$ cat src/axil_pkg.sv
// AXI-lite widths, response codes and channel payloads; imported by the bridge, slave and top
package axil_pkg;

  // ----------------------------------------
  // Bus geometry
  // ----------------------------------------
  localparam int AXIL_ADDR_W = 32;
  localparam int AXIL_DATA_W = 64;
  localparam int AXIL_STRB_W = AXIL_DATA_W / 8;  // One strobe per byte

  typedef logic [AXIL_ADDR_W-1:0] axil_addr_t;
  typedef logic [AXIL_DATA_W-1:0] axil_data_t;
  typedef logic [AXIL_STRB_W-1:0] axil_strb_t;
  typedef logic [1:0]             axil_resp_t;
  typedef logic [2:0]             axil_prot_t;

  localparam axil_resp_t RESP_OKAY   = 2'b00;
  localparam axil_resp_t RESP_SLVERR = 2'b10;

  // Unprivileged, secure, data access
  localparam axil_prot_t AXIL_PROT_DATA = 3'b000;

  // ----------------------------------------
  // Channel payloads, valid/ready travel alongside
  // ----------------------------------------
  typedef struct packed {
    axil_addr_t addr;
    axil_prot_t prot;
  } axil_aw_t;

  typedef struct packed {
    axil_data_t data;
    axil_strb_t strb;
  } axil_w_t;

  typedef struct packed {
    axil_resp_t resp;
  } axil_b_t;

  typedef struct packed {
    axil_addr_t addr;
    axil_prot_t prot;
  } axil_ar_t;

  typedef struct packed {
    axil_data_t data;
    axil_resp_t resp;
  } axil_r_t;

endpackage

$ cat src/mem_req_pkg.sv
// Core-side request and response payloads, client ids and SRAM geometry for all memory stages
package mem_req_pkg;

  typedef enum logic [0:0] {
    CLIENT_FETCH = 1'b0,
    CLIENT_DATA  = 1'b1
  } client_id_e;

  // SRAM map: word index is addr[10:3], anything at 2048 or above misses
  localparam int SRAM_WORDS  = 256;
  localparam int SRAM_IDX_W  = 8;
  localparam int WORD_BYTE_W = 3;  // Byte offset inside a word

  typedef logic [SRAM_IDX_W-1:0] sram_idx_t;

  typedef struct packed {
    axil_pkg::axil_addr_t addr;
  } fetch_req_t;

  typedef struct packed {
    logic                 write;
    axil_pkg::axil_addr_t addr;
    axil_pkg::axil_data_t wdata;
    axil_pkg::axil_strb_t wstrb;
  } data_req_t;

  // Unified request from arbiter to bridge
  typedef struct packed {
    client_id_e           id;
    logic                 write;
    axil_pkg::axil_addr_t addr;
    axil_pkg::axil_data_t wdata;
    axil_pkg::axil_strb_t wstrb;
  } mem_req_t;

  typedef struct packed {
    client_id_e           id;
    axil_pkg::axil_data_t rdata;
    logic                 err;  // Slave answered SLVERR
  } mem_rsp_t;

  typedef struct packed {
    axil_pkg::axil_data_t rdata;
    logic                 err;
  } client_rsp_t;

endpackage

$ cat src/axil_master_bridge.sv
// AXI-lite master; runs one read or write transaction per core request and returns the result
`timescale 1ns/1ps

module axil_master_bridge (
  input  logic                  i_aclk,
  input  logic                  i_rst,
  input  logic                  i_req_valid,
  output logic                  o_req_ready,
  input  mem_req_pkg::mem_req_t i_req,
  output logic                  o_rsp_valid,
  input  logic                  i_rsp_ready,
  output mem_req_pkg::mem_rsp_t o_rsp,
  output logic                  o_aw_valid,
  input  logic                  i_aw_ready,
  output axil_pkg::axil_aw_t    o_aw,
  output logic                  o_w_valid,
  input  logic                  i_w_ready,
  output axil_pkg::axil_w_t     o_w,
  input  logic                  i_b_valid,
  output logic                  o_b_ready,
  input  axil_pkg::axil_b_t     i_b,
  output logic                  o_ar_valid,
  input  logic                  i_ar_ready,
  output axil_pkg::axil_ar_t    o_ar,
  input  logic                  i_r_valid,
  output logic                  o_r_ready,
  input  axil_pkg::axil_r_t     i_r
);
  import axil_pkg::*;
  import mem_req_pkg::*;

  typedef enum logic [2:0] {
    IDLE,
    READ_ADDR,
    READ_DATA,
    WRITE_REQ,
    WRITE_RESP,
    RESPOND
  } bridge_state_e;

  bridge_state_e state_q;
  mem_req_t      req_q;
  mem_rsp_t      rsp_q;
  logic          aw_done_q;
  logic          w_done_q;
  logic          req_fire;
  logic          rsp_fire;
  logic          aw_fire;
  logic          w_fire;
  logic          b_fire;
  logic          ar_fire;
  logic          r_fire;

  assign rsp_fire = o_rsp_valid && i_rsp_ready;
  assign aw_fire  = o_aw_valid && i_aw_ready;
  assign w_fire   = o_w_valid && i_w_ready;
  assign b_fire   = i_b_valid && o_b_ready;
  assign ar_fire  = o_ar_valid && i_ar_ready;
  assign r_fire   = i_r_valid && o_r_ready;

  // Next request may land on the edge that retires the current one
  assign o_req_ready = i_req_valid && (state_q == IDLE || (state_q == RESPOND && i_rsp_ready));
  assign req_fire    = i_req_valid && o_req_ready;

  // ----------------------------------------
  // Transaction FSM
  // ----------------------------------------
  always_ff @(posedge i_aclk) begin
    if (i_rst) begin
      state_q   <= IDLE;
      aw_done_q <= 1'b0;
      w_done_q  <= 1'b0;
    end else begin
      case (state_q)
        IDLE, RESPOND: begin
          if (req_fire) begin
            state_q <= i_req.write ? WRITE_REQ : READ_ADDR;
          end else if (state_q == IDLE || rsp_fire) begin
            state_q <= IDLE;
          end
        end
        READ_ADDR:  if (ar_fire) state_q <= READ_DATA;
        READ_DATA:  if (r_fire) state_q <= RESPOND;
        WRITE_REQ: begin
          if (aw_fire) aw_done_q <= 1'b1;
          if (w_fire) w_done_q <= 1'b1;
          // AW and W may finish in either order
          if ((aw_done_q || aw_fire) && (w_done_q || w_fire)) begin
            state_q   <= WRITE_RESP;
            aw_done_q <= 1'b0;
            w_done_q  <= 1'b0;
          end
        end
        WRITE_RESP: if (b_fire) state_q <= RESPOND;
        default:    state_q <= IDLE;
      endcase
    end
  end

  always_ff @(posedge i_aclk) begin
    if (req_fire) begin
      req_q <= i_req;
    end
    if (r_fire) begin
      rsp_q <= '{id: req_q.id, rdata: i_r.data, err: i_r.resp == RESP_SLVERR};
    end else if (b_fire) begin
      rsp_q <= '{id: req_q.id, rdata: '0, err: i_b.resp == RESP_SLVERR};
    end
  end

  // ----------------------------------------
  // Channel drive
  // ----------------------------------------
  assign o_ar_valid = state_q == READ_ADDR;
  assign o_ar       = '{addr: req_q.addr, prot: AXIL_PROT_DATA};
  assign o_r_ready  = state_q == READ_DATA;

  assign o_aw_valid = state_q == WRITE_REQ && !aw_done_q;
  assign o_aw       = '{addr: req_q.addr, prot: AXIL_PROT_DATA};
  assign o_w_valid  = state_q == WRITE_REQ && !w_done_q;
  assign o_w        = '{data: req_q.wdata, strb: req_q.wstrb};
  assign o_b_ready  = state_q == WRITE_RESP;

  assign o_rsp_valid = state_q == RESPOND;
  assign o_rsp       = rsp_q;

  // One transaction at a time on the bus
  rd_wr_excl_a: assert property (@(posedge i_aclk) disable iff (i_rst)
    !(o_ar_valid && (o_aw_valid || o_w_valid)))
    else $error("bridge drives read and write address together");

  rsp_stable_a: assert property (@(posedge i_aclk) disable iff (i_rst)
    o_rsp_valid && !i_rsp_ready |=> o_rsp_valid && $stable(o_rsp))
    else $error("bridge response changed while stalled");

endmodule

$ cat config.mk
export PLATFORM = sky130hd
export DESIGN_NAME = axil_master_bridge
export DESIGN_NICKNAME = d
export VERILOG_FILES = /design/src/axil_pkg.sv /design/src/mem_req_pkg.sv /design/src/axil_master_bridge.sv
export SDC_FILE = /design/constraint.sdc
export NUM_CORES = 1
export LEC_CHECK = 0
export BUFFER_PORTS_ARGS = -buffer_cell sky130_fd_sc_hd__buf_2
export CORE_AREA = 2 2 154 156
export DETAILED_ROUTE_END_ITERATION = 16
export DIE_AREA = 0 0 156 158
export GPL_ROUTABILITY_DRIVEN = 0
export MAX_ROUTING_LAYER = met4
export PLACE_DENSITY_LB_ADDON = 0.05
export SLEW_MARGIN = 20
export SYNTH_ARGS = -nofsm -noshare
export SYNTH_HDL_FRONTEND = slang
export SYNTH_SLANG_ARGS = --single-unit
$ cat constraint.sdc
create_clock -name i_aclk -period 4 [get_ports i_aclk]
set_clock_uncertainty 0.05 [all_clocks]
set_input_delay 0.4 -clock i_aclk [delete_from_list [all_inputs] [get_ports i_aclk]]
set_output_delay 0.4 -clock i_aclk [all_outputs]
set_load 0.05 [all_outputs]
==> results of run 1 <==
## state kept, by name, indices dropped and copies added, names as in the netlist
register / flops
state_q: 3
aw_done_q: 1
o_rsp: 66
w_done_q: 1
req_q: 1
o_ar: 32
o_w: 72
## final cells by class
cell class	instances	share of cell area, %
antenna	3	0.0838
clock buffer	18	4.79
clock inverter	14	1.97
inverter	1	0.0419
multi-input combinational	114	8.19
sequential	176	58.4
tap	290	4.05
timing repair buffer	397	22.5
## worst min-delay path by stage
| stage | start | cells past startpoint | end | slack [ps] |
|---|---|---|---|---|
| 2_1_floorplan | req_q[105] | 0 | o_rsp[65] | 350 |
| 3_3_place_gp | req_q[105] | 0 | o_rsp[65] | 360 |
| 3_5_place_dp | req_q[105] | 0 | o_rsp[65] | 360 |
| 4_1_cts | i_req[93] | 1 | o_ar[24] | 70 |
| 5_1_grt | i_req[88] | 1 | o_ar[19] | 70 |
| 6_report | i_req[92] | 1 | o_ar[23] | 90 |
## kinds of logic after synthesis
group / synth area share [%]
compound gates: 1.62
buf+inv: 16.3
flops: 73.7
other cells: 0.0528
simple gates: 8.33
## synthesized netlist by cell type, drive strengths merged
cell and number:
edfxtp 171, buf 151, and3 64, clkbuf 8, nor2 7, dfxtp 5, a21oi 4, nand2 3
a22oi 2, a31oi 2, and2 2, and3b 2, nand2b 2, nand3 2, nand3b 2, nor2b 2
nor3 2, nor3b 2, o21ai 2, o22ai 2, a21o 1, a22o 1, a311oi 1, and2b 1
conb 1, inv 1, nor4b 1, or3 1
## per-layer routing
layer,share of wire [%],up-vias,GRT usage [%]
met1,38,2030,15.4
li1,-,1993,-
met4,1.5,0,5.42
met2,52,231,23.7
met5,0,-,-
met3,8.6,16,4.71
## critical path: stages, from the launching register on
cell and delay, ps:
dfxtp_1 630, nand3_1 120, o21ai_0 100, and3b_4 680
buf_2 390
## power by group through the flow
stage	clock, mW	combinational [mW]	sequential, mW
after floorplan	0	2.38	3.33
after global placement	0	3.13	2.86
after detailed placement	0	3.13	2.86
after CTS	1.77	3.13	2.82
after global routing	1.84	3.24	2.87
final	1.71	3.09	2.82
==> impl_metrics.yaml, run 1 <==
final_layout:
  register_area_um2: 5240
  fin_nets: 890
  postLayoutCoreUtil_pct: 38.9
  layout-drive-gt1-share_pct: 60.4
  layout_common_cells: "391 x buf_2, 171 x edfxtp_1, 64 x and3_1"
  fin_area_um2: 8960
  multiInputGateArea_um2: 734
  syn_to_final_growth_pct: 26.1
  final_common_cell: "buf_2"
  filler_cell_count: 2232
  layoutNonFillerInstCount: 1013
route:
  drt_iter0_drc: 198
  wl_um: 17700
  vias_per_cell: 4.22
  wl_per_cell_um: 17.5
  ant_nets: 0
  drtPass1Iterations: 4
  vias: 4270
  drc: 0
placed_design:
  io_buffer_count: 391
  dp_slack_ps: 1580
  dp_hpwl_um: 13200
  placed_area_um2: 8350
  place_inst: 978
synthesis:
  synth_area_leaders: "edfxtp_1 72%, buf_4 15%, and3_1 5.6%, dfxtp_1 1.4%, clkbuf_1 0.42%"
  ys_warn_count: 0
  ys_seq_area_share_pct: 73.7
  synth_area_um2: 7110
  synth-seq-cells: 176
  syn_avg_cell_area_um2: 16.0
  synth_cells: 445
  yosysTopAreaCell: "edfxtp_1"
  yosysTopAreaCellShare_pct: 72.3
  synthDistinctLibCells: 35
sta:
  period_minus_slack_ps: 2790
  setup_viol: 0
  rsz0062_at_grt: "false"
  finalWorstSetupSlack_ps: 1210
  fmax_mhz: 358
  report.final.slew_viol_count: 0
  worst_pin_slew_ps: 898
  slew_headroom_pct: 40.1
  holdWs_ps: 91.3
  finalHoldViolCount: 0
  min_period_over_period_pct: 69.9
  tns_ps: 0
clock_tree:
  h-tree-depth: 4
  ctsResizeCount: 0
  root_buffer: "clkbuf_16"
  cts_buffer_depth: 2
  cts_buffers: 17
  path_clk_slew_ps: 70
  clock_latency_ps: 420
  postCtsHoldBufs: 0
  cts_tree: "built"
  cts_setup_buffers: 0
  clkSinkCount: 176
floorplanning:
  start_util_pct: 30.8
  die_w_um: 156
  dieHeight_um: 158
  rows: 56
  core-area_um2: 23100
  die_area_um2: 24600
  ios: 398
power:
  finalPower_mw: 7.62
  vdd_drop_max_mv: 0.239
  power.density_nw_per_um2: 850
  switching_power_mw: 3.47
  p_clk_share_pct: 22.5
  p_leak_nw: 4.06
  p_comb_share_pct: 40.6
  seqPwrFrac_pct: 36.9
  cell_internal_pwr_mw: 4.15
  switching_share_pct: 45.5
global_routing:
  grt_pass1_wl_um: 24500
  antenna_found_initial: 3
  grt_overflow_total: 0
  grtUsageTotal_pct: 14.0
  grt_pass1_vias: 4180
  grt_max_degree: 67
worst_setup_path:
  worstSetupPathType: "register to output port"
  startpoint_type: "register"
  end_kind: "output port"
  cp_max_fo: 45
  r2r_setup_slack_ps: 1620
  worst_r2r_endpoint: "o_rsp[29]"
  cp.required_ps: 3550
  arrival_ps: 2340
  ff2ff_path_depth: 4
  r2r_start: "state_q[2]"
  endpoint: "o_req_ready"
  cp-startpoint: "state_q[0]"
run_status:
  status: "completed"
min_path:
  min_path_type: "primary input to register"
job:
  drv_cap: 0
Note: power is estimated with default switching activity, not from simulation.
==> run 2, diff against run 1 <==
Settings changed: ABC_AREA from default to 1, CORE_AREA 2 2 154 156 to 2 2 157 159, DIE_AREA 0 0 156 158 to 0 0 159 161.
Clock period 4 ns to 2.81 ns, I/O delays scaled along.
==> run 2 against run 1 <==
Cell count rose by 22%; via count increased by 13%; first-iteration DRC count is 9.6% higher; power rose by 48%; utilization is 4.8 points higher; clock-buffer cell count fell by 1; sequential share of layout area decreased by 8.3 points; clock power up 54%; critical endpoint unchanged.
==> impl_metrics.yaml, run 2 <==
run_status:
  status: "completed"
floorplanning:
  die_area_um2: 25600
  core-area_um2: 24000
  rows: 57
  dieHeight_um: 161
  start_util_pct: 30.9
  ios: 398
  die_w_um: 159
power:
  vdd_drop_max_mv: 0.405
  p_leak_nw: 4.70
  switching_power_mw: 5.04
  p_clk_share_pct: 23.5
  p_comb_share_pct: 41.0
  switching_share_pct: 44.8
  cell_internal_pwr_mw: 6.21
  seqPwrFrac_pct: 35.5
  finalPower_mw: 11.2
  power.density_nw_per_um2: 1080
sta:
  min_period_over_period_pct: 87.2
  fmax_mhz: 408
  report.final.slew_viol_count: 0
  rsz0062_at_grt: "false"
  finalHoldViolCount: 0
  setup_viol: 0
  period_minus_slack_ps: 2450
  tns_ps: 0
  holdWs_ps: 95.6
global_routing:
  antenna_found_initial: 4
  grtUsageTotal_pct: 15.0
  grt_max_degree: 67
  grt_pass1_vias: 5200
  globalRouteMet3Util_pct: 7.11
  use_met1_pct: 15.2
  grt_busiest_layer: "met2"
  grtUsageMet2_pct: 25.2
  grt_overflow_total: 0
  grt_pass1_wl_um: 28100
synthesis:
  yosysTopAreaCellShare_pct: 69.4
  synth_ff_type: "edfxtp_1"
  synth_top_family_by_area: "buffers and inverters"
  async_reset_ff_share_pct: 0
  synth_area_leaders: "edfxtp_1 69%, buf_4 15%, nor2_4 4.4%, inv_1 3.8%, nor2_1 2.0%"
  synth_compound_area_share_pct: 0.507
  synthXorXnorAreaFrac_pct: 0
  synthSimpleGateAreaFrac_pct: 9.25
  synth_commonest_cells: "171 x edfxtp_1, 143 x buf_4, 75 x inv_1, 39 x nor2_1, 29 x nor2_4"
  synth_cells: 518
  synth-seq-cells: 176
  syn_avg_cell_area_um2: 14.3
  yosysMostFrequentCell: "edfxtp_1"
  ys_seq_area_share_pct: 70.8
  ys_warn_count: 0
  synth_area_um2: 7400
  yosysTopAreaCell: "edfxtp_1"
  muxShareOfSynthArea_pct: 0
  synth_edf_count: 171
  synthAdderAreaFrac_pct: 0
  synthDistinctLibCells: 21
min_path:
  min_path_type: "primary input to register"
worst_setup_path:
  path_delay_family: "buffers and inverters"
  slowest_delay_ps: 580
  cp_num_buf_inv: 2
  cp_max_fo: 19
  critPathMostFrequentCell: "nand2_1"
  worstSetupPathType: "register to output port"
  end_kind: "output port"
  crit_path_top_delay_cell: "dfxtp_1"
  cp.required_ps: 2480
  arrival_ps: 2120
  startpoint_type: "register"
  crit_chain: "nor2_2 -> nand2_1 -> nand2_1 -> nand2_2 -> clkinvlp_4 -> buf_2"
clock_tree:
  cts_tree: "built"
  path_clk_slew_ps: 70
  cts_buffer_depth: 2
  h-tree-depth: 4
  cts_buffers: 17
  clkSinkCount: 176
  clock_latency_ps: 420
  ctsResizeCount: 0
  root_buffer: "clkbuf_16"
route:
  drc: 0
  vias: 4821
  drtPass1Iterations: 4
  drt_iter0_drc: 217
  wl_um: 18800
  vias_per_cell: 3.91
  wl_per_cell_um: 15.2
  ant_nets: 0
final_layout:
  fin_nets: 1077
  fin_area_um2: 10500
  register_area_um2: 5240
  largest_reg_flops: 72
  layoutNonFillerInstCount: 1234
  layout-drive-gt1-share_pct: 52.2
  multiInputGateArea_um2: 757
  filler_cell_count: 2287
  layout_common_cells: "391 x buf_2, 171 x edfxtp_1, 106 x dlygate4sd3_1"
  final_common_cell: "buf_2"
  syn_to_final_growth_pct: 41.3
placed_design:
  place_inst: 1093
  placed_area_um2: 8730
  dp_hpwl_um: 13800
  io_buffer_count: 391
job:
  drv_cap: 0
==> run 2: power groups by stage <==
stage | clock (mW) | combinational, mW | sequential, mW
2_1_floorplan | 0 | 3.46 | 4.75
3_3_place_gp | 0 | 4.55 | 4.04
3_5_place_dp | 0 | 4.54 | 4.05
4_1_cts | 2.72 | 4.67 | 4.00
5_1_grt | 2.82 | 4.81 | 4.06
6_report | 2.64 | 4.62 | 3.99
==> run 2: path summary, 6_finish.rpt <==
path,start,endpoint,slack [ps],depth (start not counted)
max reg2reg,state_q[0],o_w[65],700,5
max,state_q[0],o_req_ready,360,6
min,i_r[31],o_rsp[30],100,3
min reg2reg,req_q[105],o_rsp[65],400,0
==> run 2: metal layers <==
layer  routed length [um]  up-vias
met1                 6790     2244
met5                    0        -
met4                  384        0
met3                 2030       24
met2                 9560      259
li1                     -     2294
==> run 2: what timing repair did <==
| item | CTS | global route |
|---|---|---|
| endpoints found under the setup margin | 0 | 0 |
| hold buffers | 106 | 0 |
| endpoints found under the hold margin | 107 | 0 |
| setup buffers | 0 | 0 |
==> run 2: area by class of cell <==
| class | count | area share [%] |
|---|---|---|
| clock buffer | 17 | 4.07 |
| tap | 324 | 3.88 |
| sequential | 176 | 50.1 |
| clock inverter | 14 | 2.15 |
| inverter | 77 | 2.82 |
| multi-input combinational | 119 | 7.24 |
| timing repair buffer | 503 | 29.7 |
| antenna | 4 | 0.0957 |
==> run 2: cell families (layout without fill, tap and decap cells) <==
kind of cell	Yosys count	after routing
buffers and inverters	228	611
other	1	10
and+or+nand+nor	107	107
DFF	176	176
AOI/OAI and AO/OA	6	6
==> run 2: stage by stage <==
step                      util (%)  setup slack (ps)
final                         43.6               360
after CTS                     43.6               290
after detailed placement      36.5               669
after global routing          43.6               147
after floorplan                  -             -93.1
after global placement        36.5               713
==> run 2: worst reg2reg max path, cell delays in order, from the launching register on <==
cell and delay (ps):
dfxtp_1 580, nand4_1 150, nand2_1 120, nand2_2 80, clkinvlp_4 340, buf_4 430
==> run 3, diff against run 2 <==
--- a/config.mk
+++ b/config.mk
@@ -9,4 +9,5 @@
 export BUFFER_PORTS_ARGS = -buffer_cell sky130_fd_sc_hd__buf_2
 export CORE_AREA = 2 2 157 159
+export CTS_CLUSTER_SIZE = 12
 export DETAILED_ROUTE_END_ITERATION = 16
 export DIE_AREA = 0 0 159 161
==> constraint.sdc (replaced) <==
create_clock -name i_aclk -period 2.81 [get_ports i_aclk]
set_clock_uncertainty 0.05 [all_clocks]
set_input_delay 0.562 -clock i_aclk [delete_from_list [all_inputs] [get_ports i_aclk]]
set_output_delay 0.562 -clock i_aclk [all_outputs]
set_load 0.05 [all_outputs]
==> run 3 against run 2 <==
Largest power group unchanged; largest cell class unchanged; first-iteration DRC count is 22% lower; cell count is 8.8% lower; die area stayed put; final area is 11% lower.
==> impl_metrics.yaml, run 3 (synthesis gave the netlist of run 2 again) <==
route:
  drt_iter0_drc: 170
  vias_per_cell: 3.85
  wl_per_cell_um: 15.5
  drtPass1Iterations: 4
  ant_nets: 0
  vias: 4338
  drc: 0
  wl_um: 17500
power:
  switching_share_pct: 46.1
  p_clk_share_pct: 22.0
  p_leak_nw: 4.21
  switching_power_mw: 4.98
  power.density_nw_per_um2: 1160
  cell_internal_pwr_mw: 5.84
  seqPwrFrac_pct: 36.7
  finalPower_mw: 10.8
  p_comb_share_pct: 41.3
  vdd_drop_max_mv: 0.336
clock_tree:
  cts_buffers: 17
  clkSinkCount: 176
  ctsResizeCount: 0
  path_clk_slew_ps: 70
  cts_setup_buffers: 0
  cts_tree: "built"
  root_buffer: "clkbuf_16"
  cts_buffer_depth: 2
  postCtsHoldBufs: 0
  clock_latency_ps: 420
  h-tree-depth: 4
global_routing:
  antenna_found_initial: 3
  grt_pass1_vias: 4448
  grt_pass1_wl_um: 25700
  grt_max_degree: 106
  grt_overflow_total: 0
  grtUsageTotal_pct: 13.9
final_layout:
  syn_to_final_growth_pct: 25.8
  filler_cell_count: 2368
  largest_reg_flops: 72
  layout-drive-gt1-share_pct: 58.3
  final_common_cell: "buf_2"
  fin_nets: 969
  layout_common_cells: "391 x buf_2, 171 x edfxtp_1, 74 x inv_1"
  layoutNonFillerInstCount: 1126
floorplanning:
  start_util_pct: 30.9
  core-area_um2: 24000
  ios: 398
  die_w_um: 159
  rows: 57
  dieHeight_um: 161
  die_area_um2: 25600
sta:
  period_minus_slack_ps: 2380
  fmax_mhz: 420
  rsz0062_at_grt: "false"
  setup_viol: 0
  report.final.slew_viol_count: 0
  slew_headroom_pct: 58.2
  finalHoldViolCount: 0
  worst_pin_slew_ps: 627
  min_period_over_period_pct: 84.8
worst_setup_path:
  cp.required_ps: 2200
  arrival_ps: 1770
  end_kind: "output port"
  worstSetupPathType: "register to output port"
  cp_max_fo: 9
  startpoint_type: "register"
run_status:
  status: "completed"
job:
  drv_cap: 0
placed_design:
  place_inst: 1091
  io_buffer_count: 391
  dp_hpwl_um: 13300
min_path:
  min_path_type: "primary input to register"
==> run 3: metrics by stage <==
step	util, %	TNS, ps	hold WS, ps	setup WS [ps]	area [um2]
after global placement	36.4	0	361	785	8720
after CTS	38.8	0	235	368	9300
final	38.8	0	264	427	9310
after floorplan	-	-19730	350	-188	7430
after global routing	38.8	0	230	293	9310
after detailed placement	36.4	0	377	778	8720
==> run 3: path summary, 6_finish.rpt <==
kind         slack [ps]  depth (start not counted)        from     endpoint
max reg2reg         830                          5  state_q[0]   req_q[105]
min                 260                          1   i_req[63]      o_w[63]
max                 430                          5  state_q[0]  o_req_ready
min reg2reg         380                          0  req_q[105]    o_rsp[65]
==> run 3: area by class of cell <==
type	count	area (um2)	share of cell area (%)
Clock buffer	18	429	4.61
Tap cell	324	405	4.35
Inverter	77	293	3.15
Multi-Input combinational cell	119	759	8.16
Antenna cell	3	7.51	0.0806
Clock inverter	14	155	1.67
Timing Repair Buffer	395	2020	21.7
Sequential cell	176	5240	56.2
==> run 3: routing by layer <==
layer / vias up / track usage (%) / wire, um
met5: - / - / 0
met4: 0 / 4.05 / 204
met3: 14 / 6.78 / 1950
met2: 243 / 24.5 / 9270
met1: 1999 / 13.5 / 6050
li1: 2082 / - / -
==> run 3: power groups by stage <==
stage          combinational (mW)  sequential, mW  clock (mW)
2_1_floorplan                3.45            4.74           0
3_3_place_gp                 4.53            4.03           0
3_5_place_dp                 4.53            4.04           0
4_1_cts                      4.53            3.99        2.46
5_1_grt                      4.65            4.05        2.57
6_report                     4.47            3.98        2.38
==> run 3: critical path: stages, from the launching register on <==
cell and delay, ps:
dfxtp_1 570, nand4_1 160, nand2_1 120, nand2_2 90, clkinvlp_4 100, buf_2 310
