**src/axil_pkg.sv**
```systemverilog
// AXI-lite widths, response codes and channel payloads; imported by the bridge, slave and top
package axil_pkg;

  // ----------------------------------------
  // Bus geometry
  // ----------------------------------------
  localparam int AXIL_ADDR_W = 32;
  localparam int AXIL_DATA_W = 64;
  localparam int AXIL_STRB_W = AXIL_DATA_W / 8;  // One strobe per byte

  typedef logic [AXIL_ADDR_W-1:0] axil_addr_t;
  typedef logic [AXIL_DATA_W-1:0] axil_data_t;
  typedef logic [AXIL_STRB_W-1:0] axil_strb_t;
  typedef logic [1:0]             axil_resp_t;
  typedef logic [2:0]             axil_prot_t;

  localparam axil_resp_t RESP_OKAY   = 2'b00;
  localparam axil_resp_t RESP_SLVERR = 2'b10;

  // Unprivileged, secure, data access
  localparam axil_prot_t AXIL_PROT_DATA = 3'b000;

  // ----------------------------------------
  // Channel payloads, valid/ready travel alongside
  // ----------------------------------------
  typedef struct packed {
    axil_addr_t addr;
    axil_prot_t prot;
  } axil_aw_t;

  typedef struct packed {
    axil_data_t data;
    axil_strb_t strb;
  } axil_w_t;

  typedef struct packed {
    axil_resp_t resp;
  } axil_b_t;

  typedef struct packed {
    axil_addr_t addr;
    axil_prot_t prot;
  } axil_ar_t;

  typedef struct packed {
    axil_data_t data;
    axil_resp_t resp;
  } axil_r_t;

endpackage

```
**src/mem_req_pkg.sv**
```systemverilog
// Core-side request and response payloads, client ids and SRAM geometry for all memory stages
package mem_req_pkg;

  typedef enum logic [0:0] {
    CLIENT_FETCH = 1'b0,
    CLIENT_DATA  = 1'b1
  } client_id_e;

  // SRAM map: word index is addr[10:3], anything at 2048 or above misses
  localparam int SRAM_WORDS  = 256;
  localparam int SRAM_IDX_W  = 8;
  localparam int WORD_BYTE_W = 3;  // Byte offset inside a word

  typedef logic [SRAM_IDX_W-1:0] sram_idx_t;

  typedef struct packed {
    axil_pkg::axil_addr_t addr;
  } fetch_req_t;

  typedef struct packed {
    logic                 write;
    axil_pkg::axil_addr_t addr;
    axil_pkg::axil_data_t wdata;
    axil_pkg::axil_strb_t wstrb;
  } data_req_t;

  // Unified request from arbiter to bridge
  typedef struct packed {
    client_id_e           id;
    logic                 write;
    axil_pkg::axil_addr_t addr;
    axil_pkg::axil_data_t wdata;
    axil_pkg::axil_strb_t wstrb;
  } mem_req_t;

  typedef struct packed {
    client_id_e           id;
    axil_pkg::axil_data_t rdata;
    logic                 err;  // Slave answered SLVERR
  } mem_rsp_t;

  typedef struct packed {
    axil_pkg::axil_data_t rdata;
    logic                 err;
  } client_rsp_t;

endpackage

```
**src/mem_port_arbiter.sv**
```systemverilog
// Round-robin arbiter between fetch and data ports; registers the grant and routes responses by id
`timescale 1ns/1ps

module mem_port_arbiter (
  input  logic                     i_aclk,
  input  logic                     i_rst,
  input  logic                     i_fetch_req_valid,
  output logic                     o_fetch_req_ready,
  input  mem_req_pkg::fetch_req_t  i_fetch_req,
  input  logic                     i_data_req_valid,
  output logic                     o_data_req_ready,
  input  mem_req_pkg::data_req_t   i_data_req,
  output logic                     o_req_valid,
  input  logic                     i_req_ready,
  output mem_req_pkg::mem_req_t    o_req,
  input  logic                     i_rsp_valid,
  output logic                     o_rsp_ready,
  input  mem_req_pkg::mem_rsp_t    i_rsp,
  output logic                     o_fetch_rsp_valid,
  input  logic                     i_fetch_rsp_ready,
  output mem_req_pkg::client_rsp_t o_fetch_rsp,
  output logic                     o_data_rsp_valid,
  input  logic                     i_data_rsp_ready,
  output mem_req_pkg::client_rsp_t o_data_rsp
);
  import mem_req_pkg::*;

  logic       req_valid_q;
  mem_req_t   req_q;
  mem_req_t   req_next;
  client_id_e last_grant_q;
  logic       slot_free;
  logic       grant_fetch;
  logic       grant_data;

  // ----------------------------------------
  // Request side
  // ----------------------------------------
  assign slot_free   = !req_valid_q || i_req_ready;  // Empty or draining now
  assign grant_data  = i_data_req_valid && (!i_fetch_req_valid || last_grant_q == CLIENT_FETCH);
  assign grant_fetch = i_fetch_req_valid && !grant_data;

  assign o_fetch_req_ready = slot_free && grant_fetch;
  assign o_data_req_ready  = slot_free && grant_data;

  always_comb begin
    if (grant_data) begin
      req_next.id    = CLIENT_DATA;
      req_next.write = i_data_req.write;
      req_next.addr  = i_data_req.addr;
      req_next.wdata = i_data_req.wdata;
      req_next.wstrb = i_data_req.wstrb;
    end else begin
      req_next.id    = CLIENT_FETCH;
      req_next.write = 1'b0;  // Fetch is read only
      req_next.addr  = i_fetch_req.addr;
      req_next.wdata = '0;
      req_next.wstrb = '0;
    end
  end

  always_ff @(posedge i_aclk) begin
    if (i_rst) begin
      req_valid_q  <= 1'b0;
      last_grant_q <= CLIENT_DATA;  // Fetch gets the first tie
    end else if (slot_free) begin
      req_valid_q <= grant_fetch || grant_data;
      if (grant_fetch || grant_data) begin
        last_grant_q <= req_next.id;
      end
    end
  end

  always_ff @(posedge i_aclk) begin
    if (slot_free && (grant_fetch || grant_data)) begin
      req_q <= req_next;
    end
  end

  assign o_req_valid = req_valid_q;
  assign o_req       = req_q;

  // ----------------------------------------
  // Response demux, no per-request state
  // ----------------------------------------
  assign o_fetch_rsp_valid = i_rsp_valid && i_rsp.id == CLIENT_FETCH;
  assign o_data_rsp_valid  = i_rsp_valid && i_rsp.id == CLIENT_DATA;
  assign o_fetch_rsp       = '{rdata: i_rsp.rdata, err: i_rsp.err};
  assign o_data_rsp        = '{rdata: i_rsp.rdata, err: i_rsp.err};
  assign o_rsp_ready       = i_rsp_valid &&
                             (i_rsp.id == CLIENT_FETCH ? i_fetch_rsp_ready : i_data_rsp_ready);

  // Held request must not move under bridge back-pressure
  req_stable_a: assert property (@(posedge i_aclk) disable iff (i_rst)
    o_req_valid && !i_req_ready |=> o_req_valid && $stable(o_req))
    else $error("arbiter request changed while stalled");

endmodule

```
**config.mk**
```make
export PLATFORM = sky130hd
export DESIGN_NAME = mem_port_arbiter
export DESIGN_NICKNAME = d
export VERILOG_FILES = /design/src/axil_pkg.sv /design/src/mem_req_pkg.sv /design/src/mem_port_arbiter.sv
export SDC_FILE = /design/constraint.sdc
export NUM_CORES = 1
export LEC_CHECK = 0
export BUFFER_PORTS_ARGS = -buffer_cell sky130_fd_sc_hd__buf_2
export CORE_AREA = 2 2 177 179
export CTS_BUF_LIST = sky130_fd_sc_hd__clkbuf_4
export CTS_CLUSTER_DIAMETER = 40
export DETAILED_ROUTE_END_ITERATION = 6
export DIE_AREA = 0 0 179 181
export HOLD_SLACK_MARGIN = 0.02
export SLEW_MARGIN = 10
export SYNTH_ARGS = -nofsm -noshare
export SYNTH_HDL_FRONTEND = slang
export SYNTH_SLANG_ARGS = --single-unit
```
**constraint.sdc**
```tcl
create_clock -name i_aclk -period 17.5 [get_ports i_aclk]
set_input_delay 0 -clock i_aclk [delete_from_list [all_inputs] [get_ports i_aclk]]
set_output_delay 0 -clock i_aclk [all_outputs]
set_load 0.02 [all_outputs]
```
==> run summary, run 1 <==
The flow did not finish. The tools report the stopping stage as clock tree synthesis. The tool reported: "[ERROR RSZ-0060] Max buffer count reached". Synthesis handed over a netlist of 369 instances.

Pin placement for this block handled 453 I/O pins. For the starting utilization of the core area, the log shows 0.1717. Gates resized during post-CTS repair numbered 0. The clock tree synthesis step divided the H-tree into 3 levels.

The cell area that synthesis handed to floorplanning was 5210 sq um. Including well taps, the total number of placed cells is 883. TritonCTS created 9 clock buffers. Hold repair after CTS inserted 181 buffers. At the end of routability-driven placement, the weighted congestion stood at 0.7565.

The number of buffers added on ports was 257. The tools report the count of unique library cells instantiated by Yosys as 17. HPWL after detailed placement: 14600 um.

The clock tree root buffer cell was sky130_fd_sc_hd__clkbuf_4. From left edge to right edge, the die measures 179 um. The warning count from the yosys run is 0. For this design, the sink count on the clock tree is 108. The post-synthesis average cell area was 14.12 sq um. The tools report the share of synthesized area occupied by flip-flops and latches as 0.6186.

The logs give 64 for the number of standard-cell rows in the floorplan and 2 for the number of buffers on the longest clock path. Post-CTS timing repair inserted 0 buffers for setup. Counting every net in the synthesized netlist gives 580. Counting flops and latches in the post-synthesis netlist gives 108. In this run the vertical extent of the chip is 181 um.
-- cell families after synthesis --
kind of cell,share of synthesized area
buffers and inverters,0.2056
flip-flops,0.6186
AND/OR/NAND/NOR,0.09630
multiplexers,0.07109
AO/OA/AOI/OAI,0.008405
-- per-stage QoR --
step / hold slack (ns) / util / area, sq um / setup slack [ns]
floorplan: 0.06907 / - / 5210 / 11.70
global placement: 0.0002111 / 0.1960 / 5947 / 14.81
detailed placement: 0.0002111 / 0.1960 / 5947 / 14.77
-- cell usage after synthesis, drive strengths merged --
| master | count | share of area |
|---|---|---|
| dfxtp | 2 | 0.0077 |
| edfxtp | 106 | 0.61 |
| inv | 1 | 0.00072 |
| a311o | 1 | 0.0019 |
| nor2 | 1 | 0.00072 |
| a21boi | 1 | 0.0036 |
| mux2i | 1 | 0.0019 |
| nand2b | 1 | 0.0012 |
| nand2 | 1 | 0.00072 |
| and2 | 75 | 0.090 |
| clkbuf | 3 | 0.0022 |
| buf | 138 | 0.20 |
| a21oi | 3 | 0.0029 |
| mux2 | 32 | 0.069 |
| nor2b | 3 | 0.0036 |
==> run 2: changes to the inputs <==
Settings changed: CORE_AREA 2 2 177 179 to 2 2 176 178, CTS_BUF_LIST sky130_fd_sc_hd__clkbuf_4 to default, CTS_CLUSTER_DIAMETER 40 to default, DIE_AREA 0 0 179 181 to 0 0 178 180, HOLD_SLACK_MARGIN 0.02 to default, PLACE_DENSITY_LB_ADDON from default to 0.15.
==> run 2 against run 1 <==
Against the previous run: the run now ends clean; synthesized area unchanged; synthesized cell count unchanged.
==> run summary, run 2 <==
The tools report the number of routed nets with antenna violations as 0. The number of antenna diodes in the final layout is 0. Dividing the detail-routed wire length by the instance count gives 17.16 um.

Clock-pin slew was measured on the worst setup and hold paths at 0.07 ns. The tightest hold path in the finished design has a slack of 0.000009945 ns. In this run the most critical hold path is launched from i_rsp[16]. The number of standard-cell rows in the floorplan is 64 (unchanged), and the total global routing track utilization is 0.1063.

The number of global-route vias before repair is 3843, and the final period utilization is 0.1749. For this design the ratio of total power to cell area is 87.41 nW/um^2. The most area-hungry cell type in the Yosys netlist was sky130_fd_sc_hd__edfxtp_1 (unchanged). For this run, design rule violations remaining after detail routing come to 0. Leaving out fill and tap cells, the most frequent cell in the layout is sky130_fd_sc_hd__buf_2. The measured slew at the worst slew-check pin works out to 0.9005 ns. The first global-routing pass estimated 24480 um of wire. Worst min-delay path category: primary input to output pin. The run gives 108 (unchanged) as the total clock sinks. The number of pins with negative max-slew slack in the final report came out at 0. STA classifies the critical path endpoint as a register.

For the final setup TNS, the log shows 0 ns. Tracing the worst setup path back leads to its startpoint at last_grant_q$_SDFFE_PP1P_. The tools report the number of top-level design ports as 453 (unchanged). The share of post-route cells with drive strength above 1 works out to 0.4783. Before antenna repair, the detailed router went through 4 iterations.

Top area cells in the synthesized netlist: sky130_fd_sc_hd__edfxtp_1 (61%), sky130_fd_sc_hd__buf_4 (19%), sky130_fd_sc_hd__and2_1 (9.0%), sky130_fd_sc_hd__mux2_2 (6.9%), sky130_fd_sc_hd__buf_6 (1.3%) (unchanged). The run gives 923.4 sq um as the area of combinational cells with multiple inputs. The setup check on the worst reg-to-reg path leaves a slack of 14.44 ns.

The run gives 3241 as the number of fill cells in the layout. The weighted congestion at the end of routability-driven global placement was 0.7259 (was 0.7565); the async set-or-reset flop fraction in the synthesized netlist was 0 (unchanged). The logs give 0.3982 for the relative slew slack and 580 (unchanged) for the post-synthesis net count.

For this run the aggregate overflow at the end of global routing stands at 0. Derived from the worst setup path, the maximum achievable clock frequency is 326.7 MHz. Setup repair after global routing left no endpoint under its margin. The total clock buffers created by CTS is 9 (unchanged). Clock skew on the completed layout was measured at 0.007889 ns. The clock tree root buffer cell is sky130_fd_sc_hd__clkbuf_16 (was sky130_fd_sc_hd__clkbuf_4). The number of antenna violations at the first check in global routing was 0; the number of H-tree levels was 3 (unchanged). Setup violations remaining at the end of the flow were counted as 0.

In this run, the number of DRC markers left after iteration 0 of detailed routing was 116. The starting utilization of the core area came out at 0.1726 (was 0.1717). After detailed routing, the number of vias per cell comes to 3.480. The dominant register cell in the synthesized netlist was sky130_fd_sc_hd__edfxtp_1 (unchanged). The clock share of power is 0.330. Number of buffers on the longest clock path: 2 (unchanged). The power spent charging and discharging nets was 0.0001702 W. The area of the core came out at 30190 sq um. The count of flip-flops with a built-in enable after synthesis is 106 (unchanged), and the width of the die is 178 um (was 179 um).

The tools report the startpoint type of the worst setup path as a register. The critical path is of the register to register type. Warning count from the yosys run: 0 (unchanged).

Number of register bits inferred by synthesis: 108 (unchanged). The startpoint of the most critical register-to-register path is last_grant_q$_SDFFE_PP1P_. The number of buffers added on ports is 257 (unchanged). Post-synthesis average cell area: 14.12 sq um (unchanged).

Counting both buffers and inverters, the worst setup path holds a total of 2. Commonest cells in the netlist: sky130_fd_sc_hd__buf_4 (131), sky130_fd_sc_hd__edfxtp_1 (106), sky130_fd_sc_hd__and2_1 (75), sky130_fd_sc_hd__mux2_2 (32), sky130_fd_sc_hd__buf_6 (6) (unchanged). Number of max-capacitance violations reported: 0. The run finished with clean final reports. The sequential cell area in the final layout came out at 3223 sq um. The register with the most flip-flops in the layout has 106 of them. The peak fanout along the critical path was 67. The run gives 0 (unchanged) as the post-CTS resize count. Die outline height: 180 um (was 181 um). The internal power summed over all cells was 0.0005003 W; the overall die area was 32040 sq um.

Arrival time reported for the critical path endpoint: 3.16 ns. The slowest stage of the critical path is the sky130_fd_sc_hd__a21boi_4 cell. The run gives 0.195 as the combinational fraction of design power.

The signal on the critical path passes through a21boi_4, buf_4, mux2_2, dlygate4sd3_1. The run gives 0 as the hold violation total from the final report. The count of unique library cells instantiated by Yosys was 17 (unchanged); the share of the synthesized area in the top cell type was 0.6110 (unchanged). IR analysis of the VDD net gives a maximum drop of 0.00004143 V. The cell family contributing the most delay on the critical path is buffers and inverters. Final net count: 850. The tools report the post-synthesis instance area as 5210 sq um (unchanged). TritonCTS built the clock tree. The logs give 0.6186 (unchanged) for the share of synthesized area occupied by flip-flops and latches and 369 (unchanged) for the synthesized instance count.

Most instantiated library cell after synthesis: sky130_fd_sc_hd__buf_4 (unchanged). The area growth from synthesis to final layout came out at 47.24%. The library cells used most frequently in the layout, excluding fill and tap cells, are sky130_fd_sc_hd__buf_2 (257), sky130_fd_sc_hd__dlygate4sd3_1 (140), sky130_fd_sc_hd__edfxtp_1 (106).

The critical path data required time is 17.60 ns, and the total leakage power is 3.305 nW. The maximum number of pins on one net before global-route repair is 68. Clock latency on the worst-skew pair, taken at its later pin, is 0.35 ns. The proportion of total power due to net switching is 0.2539, and the largest incremental delay on the critical path is 0.71 ns.

Wires add up to 17850 um. The tools report the HPWL after detailed placement as 13700 um (was 14600 um). The part of the total power dissipated in sequential elements was 0.474.

For the finished layout, the period the worst path requires is 3.061 ns. The number of vias after detailed routing is 3619.
==> run 2: final timing paths <==
path / to / cells past startpoint
max: o_req[74]$_DFFE_PP_ / 4
min: o_data_rsp[16] / 0
max reg2reg: o_req[74]$_DFFE_PP_ / 4
min reg2reg: last_grant_q$_SDFFE_PP1P_ / 2
==> run 2: kinds of logic (layout without fill, tap and decap cells) <==
family	count (synthesis)	count (layout)	share of synthesized area
compound gates	5	5	0.008405
flops	108	108	0.6186
simple gates	81	81	0.09630
mux	33	33	0.07109
buf+inv	142	417	0.2056
==> run 2: cell type report <==
type	instances	share of cell area
Clock inverter	6	0.01125
Tap cell	396	0.06459
Clock buffer	10	0.02985
Inverter	1	0.0004893
Sequential cell	108	0.4202
Multi-Input combinational cell	119	0.1204
Timing Repair Buffer	400	0.3533
==> run 2: power by group through the flow <==
| stage | logic, W | registers [W] | clock network (W) |
|---|---|---|---|
| 3_5_place_dp | 0.000105 | 0.000325 | 0 |
| 3_3_place_gp | 0.000104 | 0.000324 | 0 |
| 4_1_cts | 0.000133 | 0.000319 | 0.000233 |
| 2_1_floorplan | 0.0000700 | 0.000357 | 0 |
| 6_report | 0.000131 | 0.000318 | 0.000222 |
| 5_1_grt | 0.000141 | 0.000321 | 0.000242 |
==> run 2: routing by layer <==
| layer | track usage | vias to the layer above | wire [um] | part of all wire |
|---|---|---|---|---|
| li1 | - | 1663 | - | - |
| met1 | 0.08939 | 1640 | 5553 | 0.31 |
| met2 | 0.1995 | 292 | 9353 | 0.52 |
| met3 | 0.05774 | 24 | 2439 | 0.14 |
| met4 | 0.04885 | 0 | 504 | 0.028 |
| met5 | 0 | - | 0 | 0 |
==> run 2: stage by stage <==
step	total power, W	setup slack [ns]	instances	utilization	area [sq um]
floorplan	0.0004269	11.70	369	-	5210
global placement	0.0004285	14.99	884	0.1972	5954
detailed placement	0.0004293	14.92	884	0.1972	5954
CTS	0.0006851	14.36	1040	0.2541	7671
global route	0.0007034	14.17	1040	0.2541	7671
finish	0.0006705	14.44	1040	0.2541	7671
==> run 2: timing repair <==
action                    4_1_cts  5_1_grt
hold buffers                  140        0
hold endpoints to repair      107        0
buffers inserted                0        0
Note: power is estimated with default switching activity, not from simulation.
==> run 3: changes to the inputs <==
Settings changed: CORE_AREA 2 2 176 178 to 2 2 175 177, DIE_AREA 0 0 178 180 to 0 0 177 179.
Clock period 17.5 ns to 3 ns, I/O delays scaled along.
==> run 3 against run 2 <==
Against the previous run: cell count unchanged; largest power group unchanged; clock skew about the same; cell area decreased by 0.23%; non-clock buffer count increased by 1; utilization increased by 0.077 points; global-route usage about the same; flip-flop and latch count unchanged; first-iteration DRC count increased by 2.6%; sequential share of layout area increased by 0.096 points; worst hold slack about the same; die area decreased by 1.1%; total power increased to 5.6 times the previous value.
==> run summary, run 3 (synthesis gave the netlist of run 2 again) <==
Based on the critical path, the design can be clocked at up to 471.1 MHz. For the first-pass iteration count of the detailed router, the log shows 6 (was 4). The tools report the type of destination of the critical path as a register (unchanged).

The number of pins with negative max-slew slack in the final report is 0 (unchanged). The tools report the HPWL after detailed placement as 13870 um (was 13700 um). The largest incremental delay on the critical path was 0.56 ns (was 0.71 ns); the arrival time reported for the critical path endpoint was 2.22 ns (was 3.16 ns). The number of buffers on the longest clock path is 2 (unchanged).

The area growth from synthesis to final layout came out at 46.90% (was 47.24%). The worst min-delay path category is primary input to output pin (unchanged). The tools report the number of standard-cell rows in the floorplan as 64 (unchanged). Counting I/O delays and the setup requirement, the final critical path takes 2.123 ns. The number of standard cells in the layout, taps in and fillers out was 1040 (unchanged).

Violation count after the first detailed-route iteration: 119 (was 116). The tools report the total leakage power as 3.288 nW (was 3.305 nW). Power per standard cell area: 490.3 nW/um^2 (was 87.41 nW/um^2). The setup violation total in the final timing report is 0 (unchanged), and the overall die area is 31680 sq um (was 32040 sq um).

The final period utilization is 0.7076, and the cell area after placement is 5987 sq um (was 5954 sq um). For the power spent charging and discharging nets, the log shows 0.001003 W (was 0.0001702 W). Worst-path cell chain: dlygate4sd3_1, buf_2, a21boi_4, buf_4, mux2_2, dlygate4sd3_1 (was a21boi_4, buf_4, mux2_2, dlygate4sd3_1). The worst IR drop on VDD is 0.0003248 V (was 0.00004143 V), and the part of the total power dissipated in sequential elements is 0.494 (was 0.474). The combinational fraction of design power was 0.205 (was 0.195); the largest clock skew in the final design was 0.007603 ns (was 0.007889 ns).

The slowest library cell on the worst path was sky130_fd_sc_hd__dlygate4sd3_1 (was sky130_fd_sc_hd__a21boi_4). The run gives 17940 um (was 17850 um) as the routed wire length. The logs give 0.1065 (was 0.1063) for the total global routing track utilization and 0.35 ns (about the same) for the clock latency of the later-clocked register in the worst-skew pair. The run gives 851 (was 850) as the final net count. The clock tree root buffer cell is sky130_fd_sc_hd__clkbuf_16 (unchanged). The global-route wire length before repair was 24520 um (was 24480 um); the peak fanout along the critical path was 34 (was 67). Category of the critical setup timing path: primary input to register (was register to register). The number of flip-flops in the largest register is 106 (unchanged), and the number of H-tree levels is 3 (unchanged).

The ratio of routed vias to standard cells is 3.455 (was 3.480). Tightest hold margin: 0.00001031 ns (was 0.000009945 ns). Number of vias after detailed routing: 3593 (was 3619). Starting utilization of the core area: 0.1735 (was 0.1726).

TritonCTS built the clock tree. The share of post-route cells with drive strength above 1 works out to 0.4783 (unchanged). The tools report the area of the core as 30030 sq um (was 30190 sq um). The proportion of total power due to net switching is 0.2674 (was 0.2539).

For the hold violation total from the final report, the log shows 0 (unchanged). For the total power, the log shows 0.003752 W (was 0.0006705 W). Setup repair after global routing left no endpoint under its margin. The run gives 3.10 ns (was 17.60 ns) as the critical path data required time. The average routed wire per standard cell is 17.25 um (was 17.16 um).

The run gives 108 (unchanged) as the total clock sinks. The final non-filler cell area was 7654 sq um (was 7671 sq um); the number of setup buffers added after CTS was 0 (unchanged). The number of buffers added on ports works out to 257 (unchanged).

The tools report the startpoint of the most critical register-to-register path as last_grant_q$_SDFFE_PP1P_ (unchanged). Number of global-route vias before repair: 3712 (was 3843). The width of the die was 177 um (was 178 um). Startpoint type of the worst setup path: a primary input (was a register). The most numerous cell on the critical path is sky130_fd_sc_hd__dlygate4sd3_1.

The most common cell after layout, fill and taps aside was sky130_fd_sc_hd__buf_2 (unchanged). For the internal power summed over all cells, the log shows 0.002749 W (was 0.0005003 W). For the relative slew slack, the log shows 0.6466 (was 0.3982). The tools report the critical path startpoint as i_data_req_valid (was last_grant_q$_SDFFE_PP1P_).

Clock share of power: 0.301 (was 0.330). Post-detailed-route DRC marker count: 0 (unchanged). For the number of antenna violations at the first check in global routing, the log shows 1 (was 0). The register clock-pin slew on the reported worst setup and hold paths works out to 0.07 ns (about the same). The number of routed nets with antenna violations is 0 (unchanged), and the total clock buffers created by CTS is 9 (unchanged).

The number of max-capacitance violations reported came out at 0 (unchanged). The die outline height is 179 um (was 180 um), and the cell count after placement is 885 (was 884). The final setup TNS is 0 ns (unchanged). The measured slew at the worst slew-check pin is 0.5290 ns (was 0.9005 ns), and the maximum number of pins on one net before global-route repair is 74 (was 68).

The diode insertion count for antenna repair came out at 0 (unchanged). For the sum of overflow across all layers after global routing, the log shows 0 (unchanged). Number of top-level design ports: 453 (unchanged). Commonest cells after routing, fill and taps aside: sky130_fd_sc_hd__buf_2 (257), sky130_fd_sc_hd__dlygate4sd3_1 (140), sky130_fd_sc_hd__edfxtp_1 (106) (unchanged). The flow ran to the end, and the final reports show no timing, DRC or antenna violations. The startpoint of the tightest hold check path was i_rsp[62] (was i_rsp[16]). For the weighted congestion at the end of routability-driven global placement, the log shows 0.6822 (was 0.7259).
[run 3: path summary, 6_finish.rpt]
path / to / cells after the start / slack, ns
min: o_data_rsp[62] / 0 / 0.00001
min reg2reg: last_grant_q$_SDFFE_PP1P_ / 2 / 0.61
max: o_req[77]$_DFFE_PP_ / 6 / 0.88
max reg2reg: o_req[77]$_DFFE_PP_ / 4 / 0.91
[run 3: per-layer routing]
| metal | vias up | GRT usage | share of wire |
|---|---|---|---|
| met5 | - | 0 | 0.00089 |
| met4 | 2 | 0.04477 | 0.029 |
| met3 | 41 | 0.06043 | 0.14 |
| met2 | 273 | 0.1884 | 0.50 |
| met1 | 1620 | 0.1008 | 0.33 |
| li1 | 1657 | - | - |
[run 3: power groups by stage]
stage                     clock network [W]  logic, W  registers (W)
final                               0.00113  0.000770        0.00185
after global routing                0.00124  0.000832        0.00187
after global placement                    0  0.000609        0.00189
after detailed placement                  0  0.000614        0.00189
after floorplan                           0  0.000410        0.00207
after CTS                           0.00119  0.000785        0.00186
[run 3: repair_timing]
| action | 4_1_cts | 5_1_grt |
|---|---|---|
| resized for setup | 0 | 0 |
| endpoints found under the hold margin | 107 | 0 |
| hold buffers | 140 | 0 |
| setup endpoints to repair | 0 | 0 |
[run 3: layout make-up]
type	count	area (sq um)
clock buffers	9	225.2
clock inverters	6	40.04
fillers	3205	22380
inverters	1	3.754
multi-input cells	119	923.4
flip-flops and latches	108	3223
well taps	396	495.5
repair buffers	401	2743
[run 3: worst max-delay path: cells and delay by family]
kind / cells / cell delay [ns]
compound gates: 1 / 0.21
mux: 1 / 0.39
buf+inv: 4 / 1.61
[run 3: stage by stage]
| stage | setup slack [ns] | utilization |
|---|---|---|
| 3_5_place_dp | 1.154 | 0.1994 |
| 6_report | 0.8771 | 0.2549 |
| 2_1_floorplan | 0.3905 | - |
| 5_1_grt | 0.8091 | 0.2549 |
| 3_3_place_gp | 1.230 | 0.1994 |
| 4_1_cts | 0.8752 | 0.2549 |
==> run 4: changes to the inputs <==
Settings changed: ABC_AREA from default to 1, CORE_AREA 2 2 175 177 to 2 2 174 176, DIE_AREA 0 0 177 179 to 0 0 176 178.
Clock period 3 ns to 1.9 ns, I/O delays scaled along.
==> run 4 against run 3 <==
Against the previous run: global-route usage rose by 1.4 points; utilization up 0.90 points; critical path type is now register to register; critical endpoint is now o_req[86]$_DFFE_PP_; sequential share of layout area fell by 0.57 points; clock power increased by 65%; first-iteration DRC count grew 53%; clock-buffer cell count is 1 higher; setup slack got worse by 0.71 ns.
==> run summary, run 4 <==
For the number of buffers on the longest clock path, the log shows 2 (unchanged). Category of the critical setup timing path: register to register (was primary input to register). The width of the die is 176 um (was 177 um), and the internal power summed over all cells is 0.004367 W (was 0.002749 W). The count of unique library cells instantiated by Yosys is 13 (was 17), and the total leakage power is 3.829 nW (was 3.288 nW).

The worst slack at placement came out at 0.4009 ns (was 1.154 ns). The run gives 7759 sq um (was 7654 sq um) as the final non-filler cell area. The async set-or-reset flop fraction in the synthesized netlist is 0 (unchanged), and the number of routed nets with antenna violations is 0 (unchanged).

The diode insertion count for antenna repair was 0 (unchanged). The run finished with clean final reports. The violation count after the first detailed-route iteration came out at 182 (was 119). The hold violation total from the final report came out at 0 (unchanged).

The logs give 0.01270 ns (was 0.007603 ns) for the largest clock skew in the final design and 0 (unchanged) for the sum of overflow across all layers after global routing. The power per standard cell area came out at 787.8 nW/um^2 (was 490.3 nW/um^2). The run gives 0.001745 W (was 0.001003 W) as the power spent charging and discharging nets.

The number of standard-cell rows in the floorplan is 63 (was 64), and the share of the synthesized area in the top cell type is 0.5984 (was 0.6110). The tools report the startpoint type of the worst setup path as a register (was a primary input). The clock share of power is 0.305 (was 0.301), and the count of flip-flops with a built-in enable after synthesis is 106 (unchanged).

Most common cell after layout, fill and taps aside: sky130_fd_sc_hd__buf_2 (unchanged). The share of post-route cells with drive strength above 1 is 0.3566 (was 0.4783). The routed wire length is 19870 um (was 17940 um), and the first-pass iteration count of the detailed router is 4 (was 6).

The type of destination of the critical path is a register (unchanged). The worst min-delay path category was primary input to output pin (unchanged). The logs give 108 (unchanged) for the total clock sinks and 29400 sq um (was 30030 sq um) for the area of the core.

The tools report the setup violation total in the final timing report as 0 (unchanged). The number of register bits inferred by synthesis is 108 (unchanged). The run gives 9 (unchanged) as the total clock buffers created by CTS. The dominant register cell in the synthesized netlist is sky130_fd_sc_hd__edfxtp_1 (unchanged). The worst IR drop on VDD was 0.0003904 V (was 0.0003248 V); the register clock-pin slew on the reported worst setup and hold paths was 0.08 ns (was 0.07 ns).

The overall die area came out at 31330 sq um (was 31680 sq um). Number of antenna violations at the first check in global routing: 0 (was 1). Setup repair after global routing left no endpoint under its margin. The run gives 2.11 ns (was 3.10 ns) as the critical path data required time. TritonCTS built the clock tree. Final worst setup slack: 0.1687 ns (was 0.8771 ns).

HPWL after detailed placement: 15740 um (was 13870 um). For the warning count from the yosys run, the log shows 0 (unchanged). The clock latency of the later-clocked register in the worst-skew pair came out at 0.35 ns (about the same). The average routed wire per standard cell was 16.87 um (was 17.25 um). Commonest cells after routing, fill and taps aside: sky130_fd_sc_hd__buf_2 (257), sky130_fd_sc_hd__dlygate4sd3_1 (138), sky130_fd_sc_hd__edfxtp_1 (106) (was sky130_fd_sc_hd__buf_2 (257), sky130_fd_sc_hd__dlygate4sd3_1 (140), sky130_fd_sc_hd__edfxtp_1 (106)). The relative slew slack is 0.7445 (was 0.6466). The proportion of total power due to net switching is 0.2856 (was 0.2674). For the post-detailed-route DRC marker count, the log shows 0 (unchanged). Commonest cells in the netlist: sky130_fd_sc_hd__buf_4 (133), sky130_fd_sc_hd__edfxtp_1 (106), sky130_fd_sc_hd__nand2_1 (104), sky130_fd_sc_hd__inv_1 (78), sky130_fd_sc_hd__nor2_1 (76) (was sky130_fd_sc_hd__buf_4 (131), sky130_fd_sc_hd__edfxtp_1 (106), sky130_fd_sc_hd__and2_1 (75), sky130_fd_sc_hd__mux2_2 (32), sky130_fd_sc_hd__buf_6 (6)).

The die outline height is 178 um (was 179 um). The tools report the number of H-tree levels as 3 (unchanged). The arrival time reported for the critical path endpoint is 1.95 ns (was 2.22 ns). Top area cells in the synthesized netlist: sky130_fd_sc_hd__edfxtp_1 (60%), sky130_fd_sc_hd__buf_4 (19%), sky130_fd_sc_hd__nand2_1 (7.3%), sky130_fd_sc_hd__inv_1 (5.5%), sky130_fd_sc_hd__nor2_1 (5.4%) (was sky130_fd_sc_hd__edfxtp_1 (61%), sky130_fd_sc_hd__buf_4 (19%), sky130_fd_sc_hd__and2_1 (9.0%), sky130_fd_sc_hd__mux2_2 (6.9%), sky130_fd_sc_hd__buf_6 (1.3%)). The number of flip-flops in the largest register was 106 (unchanged). Measured slew at the worst slew-check pin: 0.3833 ns (was 0.5290 ns). Most instantiated library cell after synthesis: sky130_fd_sc_hd__buf_4 (unchanged). The number of vias after detailed routing is 4063 (was 3593), and the maximum number of pins on one net before global-route repair is 62 (was 74).

Number of max-capacitance violations reported: 0 (unchanged). The part of the total power dissipated in sequential elements was 0.482 (was 0.494). The final period utilization works out to 0.9112.

The post-synthesis average cell area is 10.31 sq um (was 14.12 sq um). The tools report the number of global-route vias before repair as 4128 (was 3712). The weighted congestion at the end of routability-driven global placement came out at 0.7722 (was 0.6822).

The share of synthesized area occupied by flip-flops and latches is 0.6060 (was 0.6186). The most area-hungry cell type in the Yosys netlist is sky130_fd_sc_hd__edfxtp_1 (unchanged). The area growth from synthesis to final layout is 45.87% (was 46.90%), and the peak fanout along the critical path is 44 (was 34). The run gives 0.1809 (was 0.1735) as the starting utilization of the core area. Based on the critical path, the design can be clocked at up to 577.6 MHz. The combinational fraction of design power came out at 0.214 (was 0.205). The ratio of routed vias to standard cells is 3.449 (was 3.455).

The post-synthesis net count was 727 (was 580); the number of top-level design ports was 453 (unchanged). The synthesized instance count came out at 516 (was 369). The logs give 27230 um (was 24520 um) for the global-route wire length before repair and 5319 sq um (was 5210 sq um) for the post-synthesis instance area. The clock period minus final worst setup slack came out at 1.731 ns. Clock tree root buffer cell: sky130_fd_sc_hd__clkbuf_16 (unchanged). The final setup TNS is 0 ns (unchanged). The tools report the cell area after placement as 6085 sq um (was 5987 sq um).

The total global routing track utilization is 0.1205 (was 0.1065), and the final net count is 994 (was 851). The number of pins with negative max-slew slack in the final report is 0 (unchanged), and the number of buffers added on ports is 257 (unchanged).
## run 4: changes by cell type after synthesis, sizes merged, moves of 2 or more
cell	before	now
nand2	1	106
inv	1	79
and2	75	0
nor2	1	76
mux2	32	0
buf	138	144
clkbuf	3	0
nor2b	3	0
a21oi	3	1
nand3	0	2
## run 4: final timing paths
kind	cells past startpoint	start	slack, ns	end
max	6	last_grant_q$_SDFFE_PP1P_	0.17	o_req[86]$_DFFE_PP_
min	0	i_rsp[41]	0.00001	o_data_rsp[41]
max reg2reg	6	last_grant_q$_SDFFE_PP1P_	0.17	o_req[86]$_DFFE_PP_
min reg2reg	2	last_grant_q$_SDFFE_PP1P_	0.49	last_grant_q$_SDFFE_PP1P_
## run 4: power groups by stage
stage | Combinational, W | Clock, W | Sequential [W]
after floorplan | 0.000667 | 0 | 0.00330
after global placement | 0.00107 | 0 | 0.00300
after detailed placement | 0.00107 | 0 | 0.00300
after CTS | 0.00133 | 0.00199 | 0.00295
after global routing | 0.00142 | 0.00204 | 0.00297
final | 0.00130 | 0.00186 | 0.00294
## run 4: what timing repair did
| item | CTS | global route |
|---|---|---|
| gates resized for setup | 0 | 3 |
| setup buffers | 0 | 0 |
| hold buffers | 138 | 0 |
| endpoints found under the setup margin | 0 | 29 |
| endpoints found under the hold margin | 106 | 0 |
## run 4: final cells by class
type	instances	area (sq um)
multi-input combinational	185	715.7
sequential	108	3223
fill	3240	21640
tap	390	488.0
clock inverter	6	57.56
clock buffer	10	229.0
inverter	79	299.0
timing repair buffer	400	2746
## run 4: cell families (layout without fill, tap and decap cells)
logic type / Yosys count / in the layout / synth area share
buffers and inverters: 223 / 495 / 0.2609
AO/OA/AOI/OAI: 1 / 1 / 0.0009401
flip-flops: 108 / 108 / 0.6060
AND/OR/NAND/NOR: 184 / 184 / 0.1322
## run 4: stage by stage
stage               total power (W)  std cells  hold slack, ns    util
floorplan                  0.003967        516         0.06907       -
global placement           0.004076       1024       0.0002111  0.2069
detailed placement         0.004075       1024       0.0002111  0.2069
CTS                        0.006271       1178       0.0002111  0.2637
global route               0.006431       1178      0.00002768  0.2639
finish                     0.006112       1178      0.00001083  0.2639
## run 4: worst max-delay path, stage by stage, from the launching register on
cell                            delay, ns
sky130_fd_sc_hd__dfxtp_1             0.34
sky130_fd_sc_hd__nand2_2             0.08
sky130_fd_sc_hd__nand2_4             0.10
sky130_fd_sc_hd__buf_6               0.32
sky130_fd_sc_hd__nand2_1             0.09
sky130_fd_sc_hd__nand2_1             0.08
sky130_fd_sc_hd__dlygate4sd3_1       0.54
## run 4: metal layers
metal  track usage  share of wire  vias to the layer above
met1        0.1229           0.35                     1777
met3       0.06330           0.12                       17
li1              -              -                     1975
met4       0.03202          0.013                        2
met5      0.006410         0.0014                        -
met2        0.2154           0.51                      292
